--- src/arb_pkg.sv ---
// Bus request multiplexer definitions
`default_nettype none

package arb_pkg;

  ////////////////////////////////////////////////////////////////////////////
  // Default sizes
  ////////////////////////////////////////////////////////////////////////////

  // Data word carried with every command
  parameter int unsigned DataWidth = 32;

  // Clients sharing the bus
  parameter int unsigned NumClients = 4;

  ////////////////////////////////////////////////////////////////////////////
  // Command and FSM encodings
  ////////////////////////////////////////////////////////////////////////////

  // Command opcode as seen on the client side and at the sink
  typedef enum logic [1:0] {
    OP_NOP   = 2'b00,
    OP_READ  = 2'b01,
    OP_WRITE = 2'b10,
    OP_FLUSH = 2'b11
  } arb_op_e;

  // Client port FSM
  // IDLE waits for req, PEND holds the command toward the arbiter,
  // ACK is the first ack cycle, WAIT_LOW keeps ack up until req drops
  typedef enum logic [1:0] {
    ST_IDLE     = 2'b00,
    ST_PEND     = 2'b01,
    ST_ACK      = 2'b10,
    ST_WAIT_LOW = 2'b11
  } port_state_e;

endpackage : arb_pkg

`default_nettype wire
--- src/arb_req_if.sv ---
// Client port to arbiter link
`default_nettype none
`timescale 1ns/1ns

interface arb_req_if
  import arb_pkg::*;
#(
  parameter int unsigned DATA_W = DataWidth
) ();

  // Port has a command waiting for the bus
  logic              req;
  // Pending command
  arb_op_e           op;
  logic [DATA_W-1:0] data;
  // Arbiter accepted this port's command in the current cycle
  logic              gnt;

  // Client port side
  modport port (
    output req,
    output op,
    output data,
    input  gnt
  );

  // Arbiter side
  modport arb (
    input  req,
    input  op,
    input  data,
    output gnt
  );

endinterface : arb_req_if

`default_nettype wire

--- src/arb_mux_top.sv ---
// Shared bus request multiplexer
`default_nettype none
`timescale 1ns/1ns

module arb_mux_top
  import arb_pkg::*;
#(
  parameter int unsigned NUM_CLIENTS = NumClients,
  parameter int unsigned DATA_W      = DataWidth,
  localparam int unsigned IdxW       = (NUM_CLIENTS > 1) ? $clog2(NUM_CLIENTS) : 1
) (
  input  wire                    clk_i,
  input  wire                    rst_ni,

  // Client side, one four-phase handshake per client
  input  wire  [NUM_CLIENTS-1:0] clt_req_i,
  input  arb_op_e                clt_op_i   [NUM_CLIENTS],
  input  wire  [DATA_W-1:0]      clt_data_i [NUM_CLIENTS],
  output logic [NUM_CLIENTS-1:0] clt_ack_o,

  // Sink side, valid/ready
  output logic                   out_valid_o,
  output arb_op_e                out_op_o,
  output logic [DATA_W-1:0]      out_data_o,
  output logic [IdxW-1:0]        out_src_o,
  input  wire                    out_ready_i
);

  // Arbiter to output stage
  logic              arb_valid;
  logic              arb_ready;
  arb_op_e           arb_op;
  logic [DATA_W-1:0] arb_data;
  logic [IdxW-1:0]   arb_idx;

  arb_req_if #(.DATA_W(DATA_W)) req_bus [NUM_CLIENTS] ();

  ////////////////////////////////////////////////////////////////////////////
  // Client ports
  ////////////////////////////////////////////////////////////////////////////

  for (genvar i = 0; i < NUM_CLIENTS; i++) begin : gen_ports
    client_port #(
      .DATA_W (DATA_W)
    ) i_port (
      .clk_i      (clk_i),
      .rst_ni     (rst_ni),
      .clt_req_i  (clt_req_i[i]),
      .clt_op_i   (clt_op_i[i]),
      .clt_data_i (clt_data_i[i]),
      .clt_ack_o  (clt_ack_o[i]),
      .req_if     (req_bus[i])
    );
  end

  ////////////////////////////////////////////////////////////////////////////
  // Arbitration and output register
  ////////////////////////////////////////////////////////////////////////////

  rr_arbiter_ppc #(
    .NUM_CLIENTS (NUM_CLIENTS),
    .DATA_W      (DATA_W)
  ) i_arbiter (
    .clk_i   (clk_i),
    .rst_ni  (rst_ni),
    .req_if  (req_bus),
    .valid_o (arb_valid),
    .op_o    (arb_op),
    .data_o  (arb_data),
    .idx_o   (arb_idx),
    .ready_i (arb_ready)
  );

  bus_out_stage #(
    .NUM_CLIENTS (NUM_CLIENTS),
    .DATA_W      (DATA_W)
  ) i_out_stage (
    .clk_i       (clk_i),
    .rst_ni      (rst_ni),
    .in_valid_i  (arb_valid),
    .in_op_i     (arb_op),
    .in_data_i   (arb_data),
    .in_idx_i    (arb_idx),
    .in_ready_o  (arb_ready),
    .out_valid_o (out_valid_o),
    .out_op_o    (out_op_o),
    .out_data_o  (out_data_o),
    .out_src_o   (out_src_o),
    .out_ready_i (out_ready_i)
  );

endmodule : arb_mux_top

`default_nettype wire

--- src/bus_out_stage.sv ---
// Sink-side output register
`default_nettype none
`timescale 1ns/1ns

module bus_out_stage
  import arb_pkg::*;
#(
  parameter int unsigned NUM_CLIENTS = NumClients,
  parameter int unsigned DATA_W      = DataWidth,
  localparam int unsigned IdxW       = (NUM_CLIENTS > 1) ? $clog2(NUM_CLIENTS) : 1
) (
  input  wire               clk_i,
  input  wire               rst_ni,

  // From the arbiter
  input  wire               in_valid_i,
  input  arb_op_e           in_op_i,
  input  wire  [DATA_W-1:0] in_data_i,
  input  wire  [IdxW-1:0]   in_idx_i,
  output logic              in_ready_o,

  // Toward the external sink
  output logic              out_valid_o,
  output arb_op_e           out_op_o,
  output logic [DATA_W-1:0] out_data_o,
  output logic [IdxW-1:0]   out_src_o,
  input  wire               out_ready_i
);

  logic              full_q;
  logic              load;
  arb_op_e           op_q;
  logic [DATA_W-1:0] data_q;
  logic [IdxW-1:0]   src_q;

  ////////////////////////////////////////////////////////////////////////////
  // Occupancy
  ////////////////////////////////////////////////////////////////////////////

  // Free slot, or the slot empties this cycle, keeps one item per cycle
  assign in_ready_o = ~full_q | out_ready_i;
  assign load       = in_valid_i & in_ready_o;

  always_ff @(posedge clk_i or negedge rst_ni) begin
    if (!rst_ni) begin
      full_q <= 1'b0;
    end else if (load) begin
      full_q <= 1'b1;
    end else if (out_ready_i) begin
      // Sink took the entry and nothing new arrives
      full_q <= 1'b0;
    end
  end

  ////////////////////////////////////////////////////////////////////////////
  // Payload
  ////////////////////////////////////////////////////////////////////////////

  // Contents only change on load, so they hold while the sink stalls
  always_ff @(posedge clk_i) begin
    if (load) begin
      op_q   <= in_op_i;
      data_q <= in_data_i;
      src_q  <= in_idx_i;
    end
  end

  assign out_valid_o = full_q;
  assign out_op_o    = op_q;
  assign out_data_o  = data_q;
  assign out_src_o   = src_q;

endmodule : bus_out_stage

`default_nettype wire

--- src/rr_arbiter_ppc.sv ---
// Round-robin prefix arbiter
`default_nettype none
`timescale 1ns/1ns

module rr_arbiter_ppc
  import arb_pkg::*;
#(
  parameter int unsigned NUM_CLIENTS = NumClients,
  parameter int unsigned DATA_W      = DataWidth,
  localparam int unsigned IdxW       = (NUM_CLIENTS > 1) ? $clog2(NUM_CLIENTS) : 1
) (
  input  wire              clk_i,
  input  wire              rst_ni,

  // One link per client port
  arb_req_if.arb           req_if [NUM_CLIENTS],

  // Winning command toward the output stage
  output logic             valid_o,
  output arb_op_e          op_o,
  output logic [DATA_W-1:0] data_o,
  output logic [IdxW-1:0]  idx_o,
  input  wire              ready_i
);

  // Flattened view of the interface array
  logic [NUM_CLIENTS-1:0] req_vec;
  logic [NUM_CLIENTS-1:0] gnt_vec;
  arb_op_e                op_arr   [NUM_CLIENTS];
  logic [DATA_W-1:0]      data_arr [NUM_CLIENTS];

  for (genvar i = 0; i < NUM_CLIENTS; i++) begin : gen_flatten
    assign req_vec[i]   = req_if[i].req;
    assign op_arr[i]    = req_if[i].op;
    assign data_arr[i]  = req_if[i].data;
    assign req_if[i].gnt = gnt_vec[i];
  end

  if (NUM_CLIENTS == 1) begin : gen_single

    // Nothing to arbitrate
    assign valid_o    = req_vec[0];
    assign op_o       = op_arr[0];
    assign data_o     = data_arr[0];
    assign idx_o      = '0;
    assign gnt_vec[0] = valid_o & ready_i;

  end else begin : gen_multi

    logic [NUM_CLIENTS-1:0] mask_q;
    logic [NUM_CLIENTS-1:0] masked_req;
    logic [NUM_CLIENTS-1:0] arb_req;
    logic [NUM_CLIENTS-1:0] ppc;
    logic [NUM_CLIENTS-1:0] winner;

    //////////////////////////////////////////////////////////////////////////
    // Request selection
    //////////////////////////////////////////////////////////////////////////

    // Thermometer mask keeps only clients above the last winner
    assign masked_req = mask_q & req_vec;
    // Wrap around when nobody above the last winner is waiting
    assign arb_req    = (|masked_req) ? masked_req : req_vec;

    // Prefix-OR chain, written linearly and left to synthesis to balance
    always_comb begin
      ppc[0] = arb_req[0];
      for (int i = 1; i < NUM_CLIENTS; i++) begin
        ppc[i] = ppc[i-1] | arb_req[i];
      end
    end

    // Leading one of the chain is the one-hot winner
    assign winner  = ppc ^ {ppc[NUM_CLIENTS-2:0], 1'b0};
    assign valid_o = |req_vec;
    assign gnt_vec = ready_i ? winner : '0;

    //////////////////////////////////////////////////////////////////////////
    // Mask register
    //////////////////////////////////////////////////////////////////////////

    always_ff @(posedge clk_i or negedge rst_ni) begin
      if (!rst_ni) begin
        mask_q <= '0;
      end else if (valid_o && ready_i) begin
        // Next search starts above the winner
        mask_q <= {ppc[NUM_CLIENTS-2:0], 1'b0};
      end else if (valid_o && !ready_i) begin
        // Sink stalled, mask starts at the winner so it stays selected
        mask_q <= ppc;
      end
    end

    //////////////////////////////////////////////////////////////////////////
    // Winner mux and index encoder
    //////////////////////////////////////////////////////////////////////////

    always_comb begin
      op_o   = OP_NOP;
      data_o = '0;
      idx_o  = '0;
      for (int unsigned i = 0; i < NUM_CLIENTS; i++) begin
        if (winner[i]) begin
          op_o   = op_arr[i];
          data_o = data_arr[i];
          idx_o  = IdxW'(i);
        end
      end
    end

  end

endmodule : rr_arbiter_ppc

`default_nettype wire

--- src/client_port.sv ---
// Four-phase client port
`default_nettype none
`timescale 1ns/1ns

module client_port
  import arb_pkg::*;
#(
  parameter int unsigned DATA_W = DataWidth
) (
  input  wire               clk_i,
  input  wire               rst_ni,

  // Four-phase handshake with the client
  input  wire               clt_req_i,
  input  arb_op_e           clt_op_i,
  input  wire  [DATA_W-1:0] clt_data_i,
  output logic              clt_ack_o,

  // Pending command toward the arbiter
  arb_req_if.port           req_if
);

  port_state_e       state_q, state_d;
  logic              capture;

  // Holding registers for the captured command
  arb_op_e           op_q;
  logic [DATA_W-1:0] data_q;

  ////////////////////////////////////////////////////////////////////////////
  // Handshake FSM
  ////////////////////////////////////////////////////////////////////////////

  always_comb begin
    state_d = state_q;
    capture = 1'b0;
    case (state_q)
      // New request, op and data are stable while req is high
      ST_IDLE: begin
        if (clt_req_i) begin
          state_d = ST_PEND;
          capture = 1'b1;
        end
      end
      // Offer the command until the arbiter takes it
      ST_PEND: begin
        if (req_if.gnt) begin
          state_d = ST_ACK;
        end
      end
      // Ack just rose, client may already have released req
      ST_ACK: begin
        if (clt_req_i) begin
          state_d = ST_WAIT_LOW;
        end else begin
          state_d = ST_IDLE;
        end
      end
      // Hold ack until the client drops req
      ST_WAIT_LOW: begin
        if (!clt_req_i) begin
          state_d = ST_IDLE;
        end
      end
      default: begin
        state_d = ST_IDLE;
      end
    endcase
  end

  always_ff @(posedge clk_i or negedge rst_ni) begin
    if (!rst_ni) begin
      state_q <= ST_IDLE;
    end else begin
      state_q <= state_d;
    end
  end

  // Command is only loaded on request entry
  always_ff @(posedge clk_i) begin
    if (capture) begin
      op_q   <= clt_op_i;
      data_q <= clt_data_i;
    end
  end

  ////////////////////////////////////////////////////////////////////////////
  // Outputs
  ////////////////////////////////////////////////////////////////////////////

  // Both are decoded from the state register, so glitch free
  assign req_if.req  = (state_q == ST_PEND);
  assign req_if.op   = op_q;
  assign req_if.data = data_q;

  assign clt_ack_o = (state_q == ST_ACK) || (state_q == ST_WAIT_LOW);

endmodule : client_port

`default_nettype wire

--- config.mk ---
export PLATFORM = sky130hd
export DESIGN_NAME = arb_mux_top
export DESIGN_NICKNAME = d
export VERILOG_FILES = /design/src/arb_pkg.sv /design/src/arb_req_if.sv /design/src/arb_mux_top.sv /design/src/bus_out_stage.sv /design/src/rr_arbiter_ppc.sv /design/src/client_port.sv
export SDC_FILE = /design/constraint.sdc
export NUM_CORES = 1
export LEC_CHECK = 0
export ABC_AREA = 1
export BUFFER_PORTS_ARGS = -buffer_cell sky130_fd_sc_hd__buf_2
export CORE_MARGIN = 3
export CORE_UTILIZATION = 57
export CTS_CLUSTER_SIZE = 20
export DETAILED_ROUTE_END_ITERATION = 8
export HOLD_SLACK_MARGIN = 0.05
export PLACE_DENSITY = 0.84
export SKIP_CTS_REPAIR_TIMING = 1
export SLEW_MARGIN = 20
export SYNTH_ARGS = -nofsm -noshare
export SYNTH_HDL_FRONTEND = slang
export SYNTH_SLANG_ARGS = --single-unit
--- constraint.sdc ---
create_clock -name clk_i -period 6 [get_ports clk_i]
set_input_delay 0.3 -clock clk_i [delete_from_list [all_inputs] [get_ports clk_i]]
set_output_delay 0.3 -clock clk_i [all_outputs]
set_load 0.05 [all_outputs]
After elaboration in Yosys (flattened, before gate mapping)
Index checks and enable logic that the tools add are counted.
{"block": "word_totals", "out_inout_bits": 41, "latchBits": 0, "elab_cells": 114, "ram_bits": 0, "register_bits": 185, "in_bits": 143, "n_memories": 0, "rom_bits": 0}
{"block": "classes", "add_sub_neg": 0, "n_eq_ne": 24, "reduce_logical": 20, "bitwise": 8, "order_cmp": 0, "n_shift": 0, "mul": 0, "n_div": 0, "n_mux": 44}
{"operator": "32-bit two-way mux", "n": 4}
{"operator": "2-bit two-way mux", "n": 20}
{"operator": "2-bit case mux with 4 select lines", "n": 4}
{"operator": "2-bit == test (second input constant)", "n": 8}
{"operator": "4-bit two-way mux", "n": 4}
{"operator": "2-bit inequality test (second input constant)", "n": 8}
{"operator": "1-bit two-way mux", "n": 12}
{"operator": "3-bit AND reduction", "n": 4}
{"operator": "2-bit by 1-bit == test with 1-bit output (second input constant)", "n": 4}
{"operator": "2-bit logical NOT", "n": 4}
{"operator": "2-bit by 1-bit inequality test with 1-bit output (second input constant)", "n": 4}
{"operator": "4-bit OR reduction", "n": 2}
{"operator": "4-bit bitwise AND", "n": 1}
{"operator": "1-bit logical OR", "n": 4}
{"operator": "1-bit OR", "n": 4}
{"operator": "2-bit nonzero test", "n": 2}
{"operator": "4-bit bitwise XOR", "n": 1}
{"operator": "1-bit logical AND", "n": 2}
{"operator": "2-bit OR reduction", "n": 1}
{"operator": "1-bit bitwise AND", "n": 1}
{"operator": "1-bit logical NOT", "n": 1}
{"operator": "1-bit NOT", "n": 1}

Depth between registers and ports, before layout
{"block": "depth", "ltp_word": 12, "mapped_depth": 12, "ltp_nobuf": 10}

Modules after synthesis
A second synthesis with hierarchy kept.
{"block": "hier_totals", "hier_cells": 548, "area_unflattened_um2": 7133.1}
{"mod": "client_port", "cells_each": 49, "area_each_um2": 1126.1, "instances": 4, "seq_area_each_um2": 1071.0}
{"mod": "rr_arbiter_ppc", "cells_each": 310, "area_each_um2": 1502.7, "instances": 1, "seq_area_each_um2": 100.1}
{"mod": "bus_out_stage", "cells_each": 42, "area_each_um2": 1126.1, "instances": 1, "seq_area_each_um2": 1106.1}

Worst setup path after synthesis
OpenSTA, ideal clock, no wires.
{"block": "synth_timing", "path_kind": "register to register", "from": "register gen_ports[0].i_port.state_q[0]", "to": "register gen_ports[0].i_port.data_q[0] (enable)", "setup_slack_ps": 2733, "path_stages_with_launch": 2, "path_buffers": 0, "setup_ps": 468, "arrival_time_ps": 2800, "synth_period_minus_slack_ps": 3267, "required_ps": 5532, "cell_sequence": "dfrtp_1 -> nor3_1"}
{"block": "synth_between", "elab_chain_cells": 2}
{"item": "start, declared", "line_no": "client_port.sv:23", "text": "port_state_e state_q, state_d;"}
{"item": "start signal, assigned", "line_no": "client_port.sv:75", "text": "state_q <= state_d;"}
{"item": "2-bit logical NOT", "line_no": "client_port.sv:37", "text": "case (state_q)"}
{"item": "1-bit two-way mux", "line_no": "client_port.sv:37"}
{"item": "via gen_ports[0].i_port.capture", "line_no": "client_port.sv:24", "text": "logic capture;"}
{"item": "end signal, assigned", "line_no": "client_port.sv:83", "text": "data_q <= clt_data_i;"}
{"item": "end, declared", "line_no": "client_port.sv:28", "text": "logic [DATA_W-1:0] data_q;"}
The timed path passes the listed nets, and every way through them passes these cells.
A chain may end at the register's enable or synchronous reset.

Worst setup path after layout
{"block": "layout_timing", "from": "register gen_ports[3].i_port.state_q[1]", "to": "register i_out_stage.data_q[6] (netlist: i_out_stage.out_data_o[6]), data pin"}
{"block": "layout_between", "elab_chain_cells": 9}
{"item": "start, declared", "line_no": "client_port.sv:23"}
{"item": "start signal, assigned", "line_no": "client_port.sv:75"}
{"item": "2-bit by 1-bit == test with 1-bit output *", "line_no": "client_port.sv:92", "text": "assign req_if.req = (state_q == ST_PEND);"}
{"item": "4-bit bitwise AND", "line_no": "rr_arbiter_ppc.sv:61", "text": "assign masked_req = mask_q & req_vec;"}
{"item": "4-bit OR reduction", "line_no": "rr_arbiter_ppc.sv:63", "text": "assign arb_req = (|masked_req) ? masked_req : req_vec;"}
{"item": "4-bit two-way mux *", "line_no": "rr_arbiter_ppc.sv:63"}
{"item": "4-bit bitwise XOR *", "line_no": "rr_arbiter_ppc.sv:74", "text": "assign winner = ppc ^ {ppc[NUM_CLIENTS-2:0], 1'b0};"}
{"item": "32-bit two-way mux, or another cell as far along (2 in series)", "line_no": "rr_arbiter_ppc.sv:103", "text": "if (winner[i]) begin"}
{"item": "32-bit two-way mux / 4-bit bitwise XOR (equally long branches)", "line_no": "rr_arbiter_ppc.sv:103, rr_arbiter_ppc.sv:74"}
{"item": "32-bit two-way mux *", "line_no": "rr_arbiter_ppc.sv:103"}
{"item": "via arb_data[6]", "line_no": "arb_mux_top.sv:33", "text": "logic [DATA_W-1:0] arb_data;"}
{"item": "end signal, assigned", "line_no": "bus_out_stage.sv:63", "text": "data_q <= in_data_i;"}
{"item": "end, declared", "line_no": "bus_out_stage.sv:33", "text": "logic [DATA_W-1:0] data_q;"}
The timed path passes the listed nets; every way through them passes the cells marked *.

==> results.py <==
metrics = {
    "sta": {
        "fin_crit_ns": 3.076,
        "slew_headroom_pct": 25.28,
        "setup_tns_ns": 0,
        "setup_ws_ns": 2.924,
        "worstMarginPinSlew_ns": 1.117,
        "rsz0062_at_grt": "false",
        "skew_ns": 0.01202,
        "finalHoldViolations": 0,
        "hold_ws_ns": 0.05702,
        "fin_crit_sh_pct": 51.26,
        "finalSetupViolCount": 0,
        "fmax_ghz": 0.3251,
        "drv_slew": 0,
    },
    "cts": {
        "clockRootBuffer": "clkbuf_16",
        "cts_num_sinks": 185,
        "clk_latency_ns": 0.43,
        "cts_htree_levels": 4,
        "clk_pin_slew_ns": 0.07,
        "cts_buffer_depth": 2,
        "cts_tree": "built",
        "numCtsBuffers": 17,
    },
    "place": {
        "port_buffers": 183,
        "post-place-ws_ns": 3.113,
        "placed_cells": 904,
        "globalplace.congestion": 0.7935,
        "dpl.hpwl_mm": 11.29,
    },
    "global_routing": {
        "grt_pass1_vias": 5227,
        "grt_overflow": 0,
        "grt_use_total_pct": 24.69,
        "grt_pass1_wl_mm": 26.48,
        "grt_start_max_net_pins": 40,
        "antenna_found_initial": 0,
    },
    "worst_setup_path": {
        "endpoint_kind": "flop",
        "crit_fanout": 39,
        "worstPathArrival_ns": 3.37,
        "r2r-start": "gen_ports[3].i_port.state_q[1]",
        "setup.worst_path.start_class": "flop",
        "critPathLaunch": "gen_ports[3].i_port.state_q[1]",
        "critPathKind": "flop to flop",
        "reg2regPathDepth": 10,
        "worst-endpoint-required_ns": 6.30,
    },
    "logic_synthesis": {
        "syn-num-nets": 712,
        "avgSynthCellArea_um2": 13.09,
        "synth_seq_cells": 185,
        "ys_seq_area_share_pct": 73.74,
        "yosysWarnings": 0,
        "netlist_area_um2": 7446,
        "synthCells": 569,
        "synth_cell_type_count": 25,
    },
    "floorplanning": {
        "std_cell_rows": 41,
        "core_um2": 12670,
        "io_pins": 184,
        "die-area_um2": 14470,
        "die_w_um": 120.3,
        "dieHeight_um": 120.3,
        "initial_utilization_pct": 58.76,
    },
    "routing": {
        "drt_iter0_drc": 542,
        "vias": 5479,
        "ant_nets": 0,
        "drt_wl_total_mm": 19.97,
        "drc_errors": 0,
        "wl_per_cell_um": 19.26,
        "via_per_inst": 5.284,
        "first_pass_iters": 5,
    },
    "cells_and_area": {
        "final_common_cell": "buf_2",
        "diodes": 0,
        "final_cell_mix": "buf_2, edfxtp_1, nand2_1, dlygate4sd3_1, nor2_1",
        "synthToLayoutAreaGrowth_pct": 34.57,
        "drive_gt1_share_pct": 31.45,
        "fin_util_pct": 79.08,
        "fin_nets": 995,
        "fin_cells": 1037,
    },
    "flow_run": {
        "drv_cap": 0,
    },
    "outcome": {
        "outcome": "completed",
    },
    "power_and_ir_drop": {
        "cellLeakagePower_nw": 4.310,
        "max-vdd-ir-drop_uv": 475.9,
        "p_per_area_nw_per_um2": 560.3,
    },
    "min_path": {
        "hold_depth": 1,
        "min_from": "clt_data_i[32]",
        "min_path_type": "primary input to flop",
    },
}
-- cell usage after synthesis --
library cell / n / area [µm²]
edfxtp_1: 172 / 5165
nand2_1: 120 / 450.4
nor2_1: 79 / 296.5
inv_1: 50 / 187.7
nand3_1: 43 / 215.2
nand3_2: 28 / 280.3
dfrtp_1: 13 / 325.3
buf_4: 10 / 75.07
o21ai_0: 8 / 40.04
buf_2: 6 / 30.03
nand2_2: 5 / 31.28
nor3_1: 5 / 25.02
buf_6: 4 / 45.04
inv_2: 4 / 15.01
nand2_4: 4 / 45.04
nand3_4: 4 / 70.07
clkbuf_1: 3 / 11.26
buf_12: 2 / 40.04
nor2_8: 2 / 40.04
o211ai_1: 2 / 15.01
buf_8: 1 / 15.01
dlygate4sd1_1: 1 / 8.760
o21a_1: 1 / 7.510
o21ai_1: 1 / 5.000
o22ai_1: 1 / 6.260
-- stage by stage --
step / total power [mW] / area, µm²
3_5_place_dp: 4.421 / 8432
4_1_cts: 5.512 / 9009
3_3_place_gp: 4.305 / 8432
2_1_floorplan: 3.994 / 7446
6_report: 5.614 / 10020
5_1_grt: 5.921 / 10020
-- flip-flops by register name, indices dropped and copies added (netlist names) --
signal	cells
gen_ports.i_port.req_if.data	128
i_out_stage.out_data_o	32
gen_ports.i_port.req_if.op	8
gen_ports.i_port.state_q	8
i_arbiter.gen_multi.mask_q	4
i_out_stage.out_op_o	2
i_out_stage.out_src_o	2
i_out_stage.out_valid_o	1
-- cell type report --
| type | count | area [µm²] |
|---|---|---|
| Multi-Input combinational cell | 303 | 1555 |
| Timing Repair Buffer | 291 | 1979 |
| Clock inverter | 13 | 143.9 |
| Inverter | 54 | 202.7 |
| Tap cell | 172 | 215.2 |
| Fill cell | 702 | 2651 |
| Clock buffer | 19 | 432.9 |
| Sequential cell | 185 | 5490 |
-- report_power, final --
group | internal [mW] | switching, mW | leakage [nW]
registers | 1.89 | 0.134 | 1.76
clock network | 0.618 | 0.485 | 0.271
logic | 0.609 | 1.87 | 2.28
-- critical path, stage by stage, from the launching register on --
cell and delay, ns:
dfrtp_1 0.43, inv_2 0.07, nand3_2 0.10, nand2_4 0.08, nor2_8 0.12, nand2_2 0.07
nand2_2 0.81, nand3_4 0.71, nor2_1 0.36, nor2_1 0.10, nand2_1 0.07
-- path summary, 6_finish.rpt --
check                                                           to  slack [ns]
worst max-delay path                     i_out_stage.out_data_o[6]        2.92
worst min-delay path            gen_ports[2].i_port.req_if.data[0]        0.06
worst max register to register           i_out_stage.out_data_o[6]        2.92
worst min register to register           i_out_stage.out_data_o[2]        0.55
max in group asynchronous           gen_ports[0].i_port.state_q[0]        5.48
min in group asynchronous           gen_ports[0].i_port.state_q[1]        0.29
-- logic make-up after synthesis --
family | synth area share (%)
and+or+nand+nor | 19.53
DFF | 73.74
buffers and inverters | 5.747
AOI/OAI and AO/OA | 0.9914
-- per-layer routing --
| layer | vias up | global-route usage, % | part of all wire [%] |
|---|---|---|---|
| met3 | 71 | 5.987 | 8.4 |
| met5 | - | 0 | 0 |
| met1 | 2582 | 29.90 | 34 |
| met4 | 0 | 12.39 | 4.1 |
| met2 | 343 | 41.62 | 54 |
| li1 | 2483 | - | - |
Note: power is estimated with default switching activity, not from simulation.
